===== src/design/mem_hier_defs.svh =====
// Width and geometry macros for the cache hierarchy, pulled in by the package and the RTL files
`ifndef MEM_HIER_DEFS_SVH
`define MEM_HIER_DEFS_SVH

// Datapath widths
`define ADDR_W    6   // Word address bits
`define WORD_W    16  // Bits per data word

// L1 geometry, set index is address bit 0
`define L1_SETS   2
`define L1_WAYS   2

// L2 geometry, fully associative
`define L2_LINES  8

// Backing memory depth, one word per address
`define MEM_WORDS 64

`endif

===== src/design/mem_hier_pkg.sv =====
// Vector types shared by the cache hierarchy RTL and its testbench, imported by each user
`default_nettype none

`include "mem_hier_defs.svh"

package mem_hier_pkg;

  typedef logic [`ADDR_W-1:0] addr_t;  // Word address, also the full L2 tag
  typedef logic [`WORD_W-1:0] word_t;  // Data word

  // L1 tag drops the set bit
  typedef logic [`ADDR_W-$clog2(`L1_SETS)-1:0] l1_tag_t;
  typedef logic [$clog2(`L1_WAYS)-1:0]         l1_way_t;  // Way number inside a set

  typedef logic [$clog2(`L2_LINES)-1:0] l2_slot_t;  // L2 line number
  typedef logic [$clog2(`L2_LINES)-1:0] l2_age_t;   // 0 is most recent, max is LRU

endpackage

`default_nettype wire


===== src/design/mem_hier_top.sv =====
// Top of the two-level cache hierarchy, the DUT that the testbench drives with read and write strobes
`default_nettype none
`timescale 1ns/100ps

module mem_hier_top (
  input  logic                clock,
  input  logic                reset,
  input  logic                i_read,
  input  logic                i_write,
  input  mem_hier_pkg::addr_t i_addr,
  input  mem_hier_pkg::word_t i_wdata,
  output logic                o_valid,   // Two edges after the request edge
  output mem_hier_pkg::word_t o_rdata,
  output logic                o_hit_l1,
  output logic                o_hit_l2
);
  import mem_hier_pkg::*;

  // Stage 1 outputs
  logic  s1_valid;
  logic  s1_write;
  addr_t s1_addr;
  word_t s1_wdata;
  word_t s1_mem_word;

  // Stage 2 lookups and fill
  logic  l1_hit;
  word_t l1_word;
  logic  l2_hit;
  word_t l2_word;
  word_t fill_word;

  // L2 victim into memory
  logic  wb_valid;
  addr_t wb_addr;
  word_t wb_data;

  memory_fetch_stage u_fetch (
    .clock(clock), .reset(reset),
    .i_read(i_read), .i_write(i_write), .i_addr(i_addr), .i_wdata(i_wdata),
    .i_wb_valid(wb_valid), .i_wb_addr(wb_addr), .i_wb_data(wb_data),
    .o_valid(s1_valid), .o_write(s1_write), .o_addr(s1_addr),
    .o_wdata(s1_wdata), .o_mem_word(s1_mem_word)
  );

  l1_cache u_l1 (
    .clock(clock), .reset(reset),
    .i_valid(s1_valid), .i_write(s1_write), .i_addr(s1_addr), .i_wdata(s1_wdata),
    .i_fill_word(fill_word),
    .o_hit(l1_hit), .o_word(l1_word)
  );

  l2_cache u_l2 (
    .clock(clock), .reset(reset),
    .i_valid(s1_valid), .i_write(s1_write), .i_addr(s1_addr), .i_wdata(s1_wdata),
    .i_fill_word(fill_word), .i_l1_hit(l1_hit),
    .o_hit(l2_hit), .o_word(l2_word),
    .o_wb_valid(wb_valid), .o_wb_addr(wb_addr), .o_wb_data(wb_data)
  );

  response_stage u_resp (
    .clock(clock), .reset(reset),
    .i_valid(s1_valid), .i_write(s1_write), .i_wdata(s1_wdata), .i_mem_word(s1_mem_word),
    .i_l1_hit(l1_hit), .i_l1_word(l1_word), .i_l2_hit(l2_hit), .i_l2_word(l2_word),
    .o_fill_word(fill_word),
    .o_valid(o_valid), .o_rdata(o_rdata), .o_hit_l1(o_hit_l1), .o_hit_l2(o_hit_l2)
  );

endmodule

`default_nettype wire


===== src/design/response_stage.sv =====
// Stage 2 word selection for cache fills and the registered response seen at the top level
`default_nettype none
`timescale 1ns/100ps

module response_stage (
  input  logic                clock,
  input  logic                reset,
  input  logic                i_valid,
  input  logic                i_write,
  input  mem_hier_pkg::word_t i_wdata,
  input  mem_hier_pkg::word_t i_mem_word,   // From the backing memory read
  input  logic                i_l1_hit,
  input  mem_hier_pkg::word_t i_l1_word,
  input  logic                i_l2_hit,
  input  mem_hier_pkg::word_t i_l2_word,
  output mem_hier_pkg::word_t o_fill_word,  // Allocation word for both caches
  output logic                o_valid,
  output mem_hier_pkg::word_t o_rdata,
  output logic                o_hit_l1,
  output logic                o_hit_l2
);
  import mem_hier_pkg::*;

  word_t resp_word;

  // Write data, else L2 copy, else memory
  assign o_fill_word = i_write ? i_wdata : (i_l2_hit ? i_l2_word : i_mem_word);

  // Writes return the new word even when L1 holds the old one
  assign resp_word = (i_l1_hit && !i_write) ? i_l1_word : o_fill_word;

  always_ff @(posedge clock or posedge reset)
  begin
    if (reset)
    begin
      o_valid  <= 1'b0;
      o_hit_l1 <= 1'b0;
      o_hit_l2 <= 1'b0;
    end
    else
    begin
      o_valid  <= i_valid;                         // One pulse per request
      o_hit_l1 <= i_valid && i_l1_hit;
      o_hit_l2 <= i_valid && !i_l1_hit && i_l2_hit;  // L2 hit counts only after an L1 miss
    end
  end

  always_ff @(posedge clock)
  begin
    if (i_valid)
      o_rdata <= resp_word;
  end

endmodule

`default_nettype wire


===== src/design/l2_cache.sv =====
// Eight-line fully associative write-back L2 used in stage 2, with true LRU ages and victim output
`default_nettype none
`timescale 1ns/100ps

`include "mem_hier_defs.svh"

module l2_cache (
  input  logic                clock,
  input  logic                reset,
  input  logic                i_valid,      // Stage 2 holds a request
  input  logic                i_write,
  input  mem_hier_pkg::addr_t i_addr,
  input  mem_hier_pkg::word_t i_wdata,
  input  mem_hier_pkg::word_t i_fill_word,  // Word to allocate on a miss
  input  logic                i_l1_hit,     // L1 already served a read
  output logic                o_hit,
  output mem_hier_pkg::word_t o_word,
  output logic                o_wb_valid,   // Dirty victim leaves this cycle
  output mem_hier_pkg::addr_t o_wb_addr,
  output mem_hier_pkg::word_t o_wb_data
);
  import mem_hier_pkg::*;

  word_t   data_q  [`L2_LINES];
  addr_t   tag_q   [`L2_LINES];   // Full address as tag
  logic    valid_q [`L2_LINES];
  logic    dirty_q [`L2_LINES];
  l2_age_t age_q   [`L2_LINES];

  logic     act;          // Writes and L1 read misses reach L2
  l2_slot_t hit_slot;
  l2_slot_t victim_slot;
  l2_slot_t use_slot;
  l2_age_t  old_age;      // Age before the touch
  logic     free_found;
  logic     dup_tag;      // Two valid lines with one address

  assign act = i_valid && (i_write || !i_l1_hit);

  // Associative compare across all lines
  always_comb
  begin
    o_hit    = 1'b0;
    hit_slot = '0;
    for (int i = 0; i < `L2_LINES; i++)
    begin
      if (valid_q[i] && (tag_q[i] == i_addr))
      begin
        o_hit    = 1'b1;
        hit_slot = l2_slot_t'(i);
      end
    end
  end

  // First empty line, else the line with the oldest age
  always_comb
  begin
    free_found  = 1'b0;
    victim_slot = '0;
    for (int i = 0; i < `L2_LINES; i++)
    begin
      if (!valid_q[i] && !free_found)
      begin
        victim_slot = l2_slot_t'(i);
        free_found  = 1'b1;
      end
    end
    if (!free_found)
    begin
      for (int i = 0; i < `L2_LINES; i++)
        if (age_q[i] == l2_age_t'(`L2_LINES-1))
          victim_slot = l2_slot_t'(i);
    end
  end

  assign use_slot = o_hit ? hit_slot : victim_slot;
  assign old_age  = o_hit ? age_q[hit_slot] : l2_age_t'(`L2_LINES-1);  // Fill acts as oldest
  assign o_word   = data_q[hit_slot];

  // Victim goes to memory in the cycle it is replaced
  assign o_wb_valid = act && !o_hit && valid_q[victim_slot] && dirty_q[victim_slot];
  assign o_wb_addr  = tag_q[victim_slot];
  assign o_wb_data  = data_q[victim_slot];

  // Valid, dirty and ages
  always_ff @(posedge clock or posedge reset)
  begin
    if (reset)
    begin
      for (int i = 0; i < `L2_LINES; i++)
      begin
        valid_q[i] <= 1'b0;
        dirty_q[i] <= 1'b0;
        age_q[i]   <= '0;
      end
    end
    else if (act)
    begin
      for (int i = 0; i < `L2_LINES; i++)
      begin
        if (l2_slot_t'(i) == use_slot)
          age_q[i] <= '0;                 // Touched line is newest
        else if (valid_q[i] && (age_q[i] < old_age))
          age_q[i] <= age_q[i] + 1'b1;    // Younger lines step back one place
      end
      valid_q[use_slot] <= 1'b1;
      if (!o_hit)
        dirty_q[use_slot] <= i_write;     // Read fill is clean
      else if (i_write)
        dirty_q[use_slot] <= 1'b1;
    end
  end

  // Tags and data
  always_ff @(posedge clock)
  begin
    if (act)
    begin
      if (!o_hit)
      begin
        tag_q[use_slot]  <= i_addr;
        data_q[use_slot] <= i_fill_word;
      end
      else if (i_write)
      begin
        data_q[use_slot] <= i_wdata;
      end
    end
  end

  always_comb
  begin
    dup_tag = 1'b0;
    for (int i = 0; i < `L2_LINES; i++)
      for (int j = i + 1; j < `L2_LINES; j++)
        if (valid_q[i] && valid_q[j] && (tag_q[i] == tag_q[j]))
          dup_tag = 1'b1;
  end

  a_unique_tags: assert property (@(posedge clock) disable iff (reset) !dup_tag)
    else $error("two valid L2 lines hold the same address");

  // Only a miss replaces a line, so the victim is never the requested address
  a_wb_on_miss: assert property (@(posedge clock) disable iff (reset)
    o_wb_valid |-> (o_wb_addr != i_addr))
    else $error("L2 write-back of the line being requested");

endmodule

`default_nettype wire


===== src/design/l1_cache.sv =====
// Two-set two-way L1 used in stage 2, combinational lookup and commit on the next edge
`default_nettype none
`timescale 1ns/100ps

`include "mem_hier_defs.svh"

module l1_cache (
  input  logic                clock,
  input  logic                reset,
  input  logic                i_valid,      // Stage 2 holds a request
  input  logic                i_write,
  input  mem_hier_pkg::addr_t i_addr,
  input  mem_hier_pkg::word_t i_wdata,
  input  mem_hier_pkg::word_t i_fill_word,  // Word to allocate on a miss
  output logic                o_hit,
  output mem_hier_pkg::word_t o_word        // Hit way data
);
  import mem_hier_pkg::*;

  word_t   data_q  [`L1_SETS][`L1_WAYS];
  l1_tag_t tag_q   [`L1_SETS][`L1_WAYS];
  logic    valid_q [`L1_SETS][`L1_WAYS];
  l1_way_t lru_q   [`L1_SETS];              // Way to replace next

  logic                set_sel;             // Address bit 0
  l1_tag_t             tag_in;
  logic [`L1_WAYS-1:0] way_hit;
  l1_way_t             hit_way;
  l1_way_t             victim_way;
  l1_way_t             use_way;             // Way touched by the commit

  assign set_sel = i_addr[0];
  assign tag_in  = i_addr[`ADDR_W-1:1];

  // Tag compare on both ways of the set
  always_comb
  begin
    for (int w = 0; w < `L1_WAYS; w++)
      way_hit[w] = valid_q[set_sel][w] && (tag_q[set_sel][w] == tag_in);
  end

  assign o_hit   = |way_hit;
  assign hit_way = l1_way_t'(way_hit[1]);   // Way 1 else way 0
  assign o_word  = data_q[set_sel][hit_way];

  // Empty way 0 first, then empty way 1, then the LRU way
  always_comb
  begin
    if (!valid_q[set_sel][0])
      victim_way = 1'b0;
    else if (!valid_q[set_sel][1])
      victim_way = 1'b1;
    else
      victim_way = lru_q[set_sel];
  end

  assign use_way = o_hit ? hit_way : victim_way;

  // Valid bits and LRU pointer
  always_ff @(posedge clock or posedge reset)
  begin
    if (reset)
    begin
      for (int s = 0; s < `L1_SETS; s++)
      begin
        lru_q[s] <= '0;
        for (int w = 0; w < `L1_WAYS; w++)
          valid_q[s][w] <= 1'b0;
      end
    end
    else if (i_valid)
    begin
      valid_q[set_sel][use_way] <= 1'b1;
      lru_q[set_sel]            <= ~use_way;  // Other way becomes LRU
    end
  end

  // Tags and data
  always_ff @(posedge clock)
  begin
    if (i_valid)
    begin
      if (!o_hit)
      begin
        data_q[set_sel][use_way] <= i_fill_word;  // Allocate on read and write misses
        tag_q[set_sel][use_way]  <= tag_in;
      end
      else if (i_write)
      begin
        data_q[set_sel][use_way] <= i_wdata;      // Write hit updates in place
      end
    end
  end

  // Fill only ever targets a missing tag, so one tag lives in one way
  a_single_way_hit: assert property (@(posedge clock) disable iff (reset)
    i_valid |-> !(&way_hit))
    else $error("L1 tag present in both ways of a set");

endmodule

`default_nettype wire


===== src/design/memory_fetch_stage.sv =====
// Pipeline stage 1 that captures each request and reads the backing memory for the cache stage
`default_nettype none
`timescale 1ns/100ps

`include "mem_hier_defs.svh"

module memory_fetch_stage (
  input  logic                clock,
  input  logic                reset,
  input  logic                i_read,      // Read strobe, one cycle per request
  input  logic                i_write,     // Write strobe
  input  mem_hier_pkg::addr_t i_addr,
  input  mem_hier_pkg::word_t i_wdata,
  input  logic                i_wb_valid,  // Dirty victim from L2
  input  mem_hier_pkg::addr_t i_wb_addr,
  input  mem_hier_pkg::word_t i_wb_data,
  output logic                o_valid,     // Request sits in stage 2
  output logic                o_write,
  output mem_hier_pkg::addr_t o_addr,
  output mem_hier_pkg::word_t o_wdata,
  output mem_hier_pkg::word_t o_mem_word   // Backing word at o_addr
);
  import mem_hier_pkg::*;

  word_t mem_q [`MEM_WORDS];  // Backing memory
  logic  req;                 // Any strobe this cycle
  logic  wb_fwd;              // Write-back lands on the address being read

  assign req    = i_read | i_write;
  assign wb_fwd = i_wb_valid && (i_wb_addr == i_addr);

  // Backing array, only L2 victims write it
  always_ff @(posedge clock or posedge reset)
  begin
    if (reset)
    begin
      for (int i = 0; i < `MEM_WORDS; i++)
        mem_q[i] <= '0;  // Memory reads 0 after reset
    end
    else if (i_wb_valid)
    begin
      mem_q[i_wb_addr] <= i_wb_data;
    end
  end

  // Request control bits
  always_ff @(posedge clock or posedge reset)
  begin
    if (reset)
    begin
      o_valid <= 1'b0;
      o_write <= 1'b0;
    end
    else
    begin
      o_valid <= req;
      o_write <= i_write;
    end
  end

  // Payload follows the strobe
  always_ff @(posedge clock)
  begin
    if (req)
    begin
      o_addr  <= i_addr;
      o_wdata <= i_wdata;
      // A victim written back on this same edge wins over the stored word
      o_mem_word <= wb_fwd ? i_wb_data : mem_q[i_addr];
    end
  end

  // Requests are either a read or a write, never both
  a_one_strobe: assert property (@(posedge clock) disable iff (reset)
    !(i_read && i_write))
    else $error("read and write strobes high together");

endmodule

`default_nettype wire


===== config.mk =====
export PLATFORM = sky130hd
export DESIGN_NAME = mem_hier_top
export DESIGN_NICKNAME = d
export VERILOG_FILES = /design/src/design/mem_hier_pkg.sv /design/src/design/mem_hier_top.sv /design/src/design/response_stage.sv /design/src/design/l2_cache.sv /design/src/design/l1_cache.sv /design/src/design/memory_fetch_stage.sv
export VERILOG_INCLUDE_DIRS = /design/src /design/src/design
export SDC_FILE = /design/constraint.sdc
export NUM_CORES = 2
export LEC_CHECK = 0
export BUFFER_PORTS_ARGS = -buffer_cell sky130_fd_sc_hd__buf_4
export CORE_ASPECT_RATIO = 0.8
export CORE_MARGIN = 2
export CORE_UTILIZATION = 38
export DETAILED_ROUTE_END_ITERATION = 10
export PLACE_DENSITY = 0.63
export SYNTH_ARGS = -nofsm -noshare
export SYNTH_HDL_FRONTEND = slang
export SYNTH_HIERARCHICAL = 1
export SYNTH_SLANG_ARGS = --single-unit

===== constraint.sdc =====
create_clock -name clock -period 28.8 [get_ports clock]
set_input_delay 1.44 -clock clock [delete_from_list [all_inputs] [get_ports clock]]
set_output_delay 1.44 -clock clock [all_outputs]
set_load 0.01 [all_outputs]

After elaboration in Yosys (flattened, before gate mapping):

Memories as Yosys holds them, arrays and structs flattened. A register that Yosys moved wholly into a read port is not among the register bits.
Index checks and enable logic that the tools add are counted.

* magnitude comparators: 20
* bitwise operators: 46
* add/sub/neg operators: 8
* eq/ne operators: 27
* reductions and logical operators: 74
* multiplexer cells: 153

Operators by type and width (number)
* $bwmux 1024: 1
* $mux 16: 12
* $mux 3: 37
* $bmux 16 s6: 1
* $demux 16 s6: 1
* $mux 1: 76
* $mux 32: 2
* $eq 6x6->1: 9
* $logic_and 1x1->1: 38
* $or 1x1->1: 34
* $add 3x1->3 const B: 8
* $eq 3x3->1 const B: 8
* $lt 3x3->1: 8
* $reduce_and 2->1: 9
* $demux 16 s1: 1
* $logic_not 1->1: 16
* $mux 2: 8
* $mux 8: 2
* $or 8x8->8: 2
* $reduce_bool 2->1: 8
* $ge 7x7->1 const B: 2
* $not 6->7: 2
* $eq 3x3->1 const A: 4
* $ge 4x4->1 const B: 3
* 25 further kinds: 36

* RAM bits: 260
* output and inout bits: 19
* register bits: 1129
* memories kept: 4

Memories
* u_l2.data_q: words 8, bits a word 16, rd ports 2, clocked after memory_dff 0, wr ports 1, line l2_cache.sv:24 `` word_t data_q [`L2_LINES]; ``
* u_l1.data_q: words 2, bits a word 32, rd ports 1, clocked after memory_dff 1, wr ports 1, line l1_cache.sv:20 `` word_t data_q [`L1_SETS][`L1_WAYS]; ``
* u_l2.tag_q: words 8, bits a word 6, rd ports 9, clocked after memory_dff 0, wr ports 1, line l2_cache.sv:25 `` addr_t tag_q [`L2_LINES]; ``
* u_l1.tag_q: words 2, bits a word 10, rd ports 1, clocked after memory_dff 1, wr ports 1, line l1_cache.sv:21 `` l1_tag_t tag_q [`L1_SETS][`L1_WAYS]; ``

Logic depth before layout (Yosys ltp):

* depth after elaboration: 39
* gate-level depth with buffers: 22
* depth with buffers taken out: 18

Modules after synthesis:

Netlist, hierarchy kept.

Modules (own cells, without submodules)
* memory_fetch_stage: cells an instance 2973, instances 1, area an instance 47944.7 um^2
* l2_cache: cells an instance 1297, instances 1, area an instance 11961.5 um^2
* l1_cache: cells an instance 212, instances 1, area an instance 3932.5 um^2
* response_stage: cells an instance 114, instances 1, area an instance 1277.5 um^2

Worst setup path before layout:

Ideal clock, no wire load.

* path kind: register to register
* start point: reg u_fetch.o_addr[0]
* end point: reg u_fetch/mem_q[752] (netlist bit)
* library setup time: 0.127 ns
* data arrival time: 4.263 ns
* period minus slack after synthesis: 4.390 ns
* cell stages (with the launch flop): 18
* setup slack: 24.410 ns
* required time: 28.673 ns
* cell sequence: edfxtp_1 buf_6 buf_6 o32ai_1 nand3_1 nor2_2 clkbuf_1 o21bai_1 inv_1 o21ai_1 clkbuf_1 nor3_1 clkbuf_1 nand2b_1 nor3_1 nand2_1 clkbuf_1 mux2_1

RTL lines
* start, declared: line memory_fetch_stage.sv:19 `output mem_hier_pkg::addr_t o_addr,`
* start signal, assigned: line memory_fetch_stage.sv:66 `o_addr <= i_addr;`
* $not 1->2 (implied by the code) (*): line l1_cache.sv:39 `way_hit[w] = valid_q[set_sel][w] && (tag_q[set_sel][w] == tag_in);`
* $mux 2 (implied by the code) (*) (3 in a row): line l1_cache.sv:39
* $logic_and 1x1->1: line l1_cache.sv:39
* $reduce_or 2->1 (*): line l1_cache.sv:42 `assign o_hit = |way_hit;`
* named net l1_hit: line mem_hier_top.sv:27 `logic l1_hit;`
* $logic_not 1->1 (*): line l2_cache.sv:38 `assign act = i_valid && (i_write || !i_l1_hit);`
* $logic_or 1x1->1 (*): line l2_cache.sv:38
* $logic_and 1x1->1 (*): line l2_cache.sv:38
* $logic_and 1x1->1 (*) (3 in a row): line l2_cache.sv:81 `assign o_wb_valid = act && !o_hit && valid_q[victim_slot] && dirty_q[victim_slot];`
* named net wb_valid: line mem_hier_top.sv:34 `logic wb_valid;`
* end signal, assigned by index: line memory_fetch_stage.sv:42 `mem_q[i_wb_addr] <= i_wb_data;`
* end, declared: line memory_fetch_stage.sv:25 `` word_t mem_q [`MEM_WORDS]; ``

Mark *: on every way through the listed nets, which the timed path passes. The rest lies on a longest branch. The select of a mux whose other input is x is not followed.
A chain may end at the register's enable or synchronous reset.

Final worst setup path:

* start point: reg u_l2/age_q[18] (netlist bit)
* end point: reg u_fetch/mem_q[463] (netlist bit)

* cells in the longest elaborated chain, start to end: 16

Ends and longest elaborated chain
* start, declared: line l2_cache.sv:28 `` l2_age_t age_q [`L2_LINES]; ``
* start signal, assigned by index: line l2_cache.sv:104 `age_q[i] <= age_q[i] + 1'b1;`
* $eq 3x3->1 (*): line l2_cache.sv:71 `` if (age_q[i] == l2_age_t'(`L2_LINES-1)) ``
* $mux 3 (*) (7 in a row): line l2_cache.sv:71
* $mux 3 (*): line l2_cache.sv:68 `if (!free_found)`
* $mem_v2 8x6 (*)
* named net wb_addr[5]: line mem_hier_top.sv:35 `addr_t wb_addr;`
* $not 6->7 (implied by the code) (*): line memory_fetch_stage.sv:42
* $ge 7x7->1 (implied by the code) or $lt 7x1->1 (tied branches): line memory_fetch_stage.sv:42
* $logic_and 1x1->1 (implied by the code): line memory_fetch_stage.sv:42
* $mux 16 (implied by the code): line memory_fetch_stage.sv:42
* $demux 16 s6 (*): line memory_fetch_stage.sv:42
* $bwmux 1024 (*): line memory_fetch_stage.sv:42

Marked as above.

==> impl_metrics.yaml <==
critical_path:
  cp_max_fo: 65
  worstSetupEndpointType: "register"
  crit_arrival_ps: 7420
  start_kind: "register"
  critPathRequiredTime_ps: 29440
  r2r_slack_ps: 22020
  critPathKind: "reg2reg"
final_layout:
  final_util_pct: 42.72
  area_delta_synth_final_pct: 11.36
  nNetsFinal: 4568
  fillers: 15194
  layout-drive-gt1-share_pct: 18.11
  layout_commonest_cell: "dfrtp_1"
  layout_common_cells: "dfrtp_1 (1075), mux2_1 (1001), nand2_1 (483)"
yosys:
  syn_area_mm2: 0.06512
  seq_area_frac_synth_pct: 55.79
  syn_avg_cell_area_um2: 14.17
  synthCells: 4596
  ys_types: 84
  synth-async-reset-ratio_pct: 77.39
  synth-edff-count: 314
  syn-num-nets: 4638
  synth_flop_cell: "dfrtp_1"
  synth_warnings: 6
  synth_seq_cells: 1389
clocking:
  path_clk_slew_ps: 70
  cts-root-buf: "clkbuf_16"
  clock-sinks: 1389
  insertion_delay_ps: 790
  cts_hold_repair.buffers: 0
  cts_buffer_depth: 3
  cts_tree: "done"
  postCtsSetupRepairBufs: 0
  h-tree-depth: 4
  post_cts_resized: 0
  cts_buffers: 139
sta:
  fin_crit_sh_pct: 23.54
  setup_slack_ps: 22020
  skew_ps: 38.91
  relSlewSlack_pct: 15.78
  post-route-min-period_ps: 6780
  rsz0062_at_grt: "false"
  setup_viol: 0
  fin_setup_tns_ps: 0
  finalHoldViolCount: 0
  worst_pin_slew_ps: 1260
  maxSlewViolCount: 0
  fmax_mhz: 147.5
route:
  first_pass_iters: 8
  drtIter0Drc: 3832
  vias: 39633
  drt_wl_total_um: 176700
  drc: 0
  ant_nets: 0
  via_per_inst: 5.747
  wire_per_inst_um: 25.62
placed_design:
  dp_worst_setup_slack_ps: 22080
  gp_congestion: 0.8530
  io_buffer_count: 44
  hpwlAfterDp_um: 108100
floorplanning:
  coreArea_mm2: 0.1698
  rows: 135
  die_h_um: 374.3
  dieWidth_um: 466.8
  fp.dieArea_mm2: 0.1747
  start_util_pct: 38.36
  ios: 45
global_routing:
  grt_max_degree: 177
  grt_pass1_wl_um: 267100
  antenna_found_initial: 11
  first_global_vias: 39191
  grt_overflow_total: 0
  grt_usage_pct: 20.23
run:
  drv_cap: 0
status:
  run_status: "completed"
min_path:
  hold_path_class: "reg2reg"
[metrics by stage]
step | instance area [um2] | cells | hold slack, ps
2_1_floorplan | 65120 | 4596 | 427.7
3_3_place_gp | 67890 | 6645 | 441.3
3_5_place_dp | 67890 | 6645 | 448.4
4_1_cts | 72510 | 6892 | 461.4
5_1_grt | 72510 | 6892 | 484.8
6_report | 72520 | 6896 | 467.2
[path summary, 6_finish.rpt]
check / cells past startpoint / startpoint / to
setup / recovery: 17 / u_l2/age_q[18]$_DFFE_PP0P_ / u_fetch/mem_q[463]$_DFFE_PP0P_
setup reg to reg: 17 / u_l2/age_q[18]$_DFFE_PP0P_ / u_fetch/mem_q[463]$_DFFE_PP0P_
max in group asynchronous: 7 / reset / u_fetch/mem_q[585]$_DFFE_PP0P_
hold reg to reg: 1 / u_l1/valid_q[2]$_DFFE_PP0P_ / u_l1/valid_q[2]$_DFFE_PP0P_
min in group asynchronous: 2 / reset / u_resp/o_hit_l2$_DFF_PP0_
hold / removal: 1 / u_l1/valid_q[2]$_DFFE_PP0P_ / u_l1/valid_q[2]$_DFFE_PP0P_
[cell type report]
type / instances / area (um2) / area share (%)
Tap cell: 2260 / 2828 / 3.899
Timing Repair Buffer: 162 / 1260 / 1.737
Antenna cell: 4 / 10.01 / 0.01380
Inverter: 48 / 183.9 / 0.2536
Sequential cell: 1389 / 36330 / 50.10
Multi-Input combinational cell: 2786 / 27290 / 37.63
Clock inverter: 46 / 591.8 / 0.8161
Clock buffer: 201 / 4024 / 5.549
[state kept, by name (all words and copies together), names as in the netlist, 16 cells and up]
register and flops:
u_fetch/o_wdata 16, u_l2/data_q 128, u_resp/o_rdata 16, u_l2/age_q 24, u_l2/tag_q 48, u_fetch/mem_q 1024, u_l1/tag_q 20, u_l1/data_q 64
u_fetch/o_mem_word 16
[worst max-delay path, cell delays in order, from the launching register on]
cell and delay (ps):
dfrtp_1 410, ha_1 220, ha_1 220, a21oi_1 140
nor2_1 60, nor2_1 120, o21bai_1 150, a32oi_4 900
buf_4 770, nand2_1 130, nand3_1 110, o21ai_0 90
o21ai_1 890, inv_2 180, or3_1 460, nor2_1 270
nand3_1 830, mux2_1 640
[routing by layer]
layer,GRT usage (%),vias up,share of wire [%]
li1,-,16882,-
met1,31.42,21143,47
met2,28.93,1373,43
met3,3.330,231,6.9
met4,5.630,4,2.3
met5,0,-,0.015
[logic make-up (layout without fill, tap and decap cells)]
| group | count (synthesis) | after routing | share of synthesized area (%) |
|---|---|---|---|
| fa+ha+maj | 18 | 18 | 0.3401 |
| other cells | 0 | 4 | 0 |
| buf+inv | 421 | 457 | 2.861 |
| flops | 1389 | 1389 | 55.79 |
| xor+xnor | 65 | 65 | 0.8743 |
| mux | 1483 | 1483 | 30.47 |
| simple gates | 887 | 887 | 6.158 |
| compound gates | 333 | 333 | 3.505 |
[synth_stat cells (16+ instances only)]
master / n / area, um2
mux2_1: 1001 / 11270
buf_2: 73 / 365.4
buf_4: 19 / 142.6
nor3_1: 18 / 90.09
dfrtp_1: 1075 / 26900
nor2b_1: 31 / 193.9
clkbuf_1: 243 / 912.1
nand4_1: 21 / 131.4
xnor2_1: 29 / 254.0
o31ai_1: 16 / 120.1
o211ai_1: 26 / 195.2
buf_6: 16 / 180.2
nand2_1: 484 / 1817
a22oi_1: 16 / 120.1
mux2i_1: 111 / 1111
nor2_1: 97 / 364.1
inv_1: 47 / 176.4
o22ai_1: 22 / 137.6
a21oi_1: 36 / 180.2
o21ai_0: 100 / 500.5
nand3_1: 153 / 765.7
ha_1: 16 / 200.2
edfxtp_1: 314 / 9429
mux4_2: 291 / 6554
buf_1: 22 / 82.58
xor2_1: 36 / 315.3
mux2_2: 79 / 889.6
Power is not shown: default switching activity piles up to over one toggle a cycle in this logic, so the estimate is an artifact.
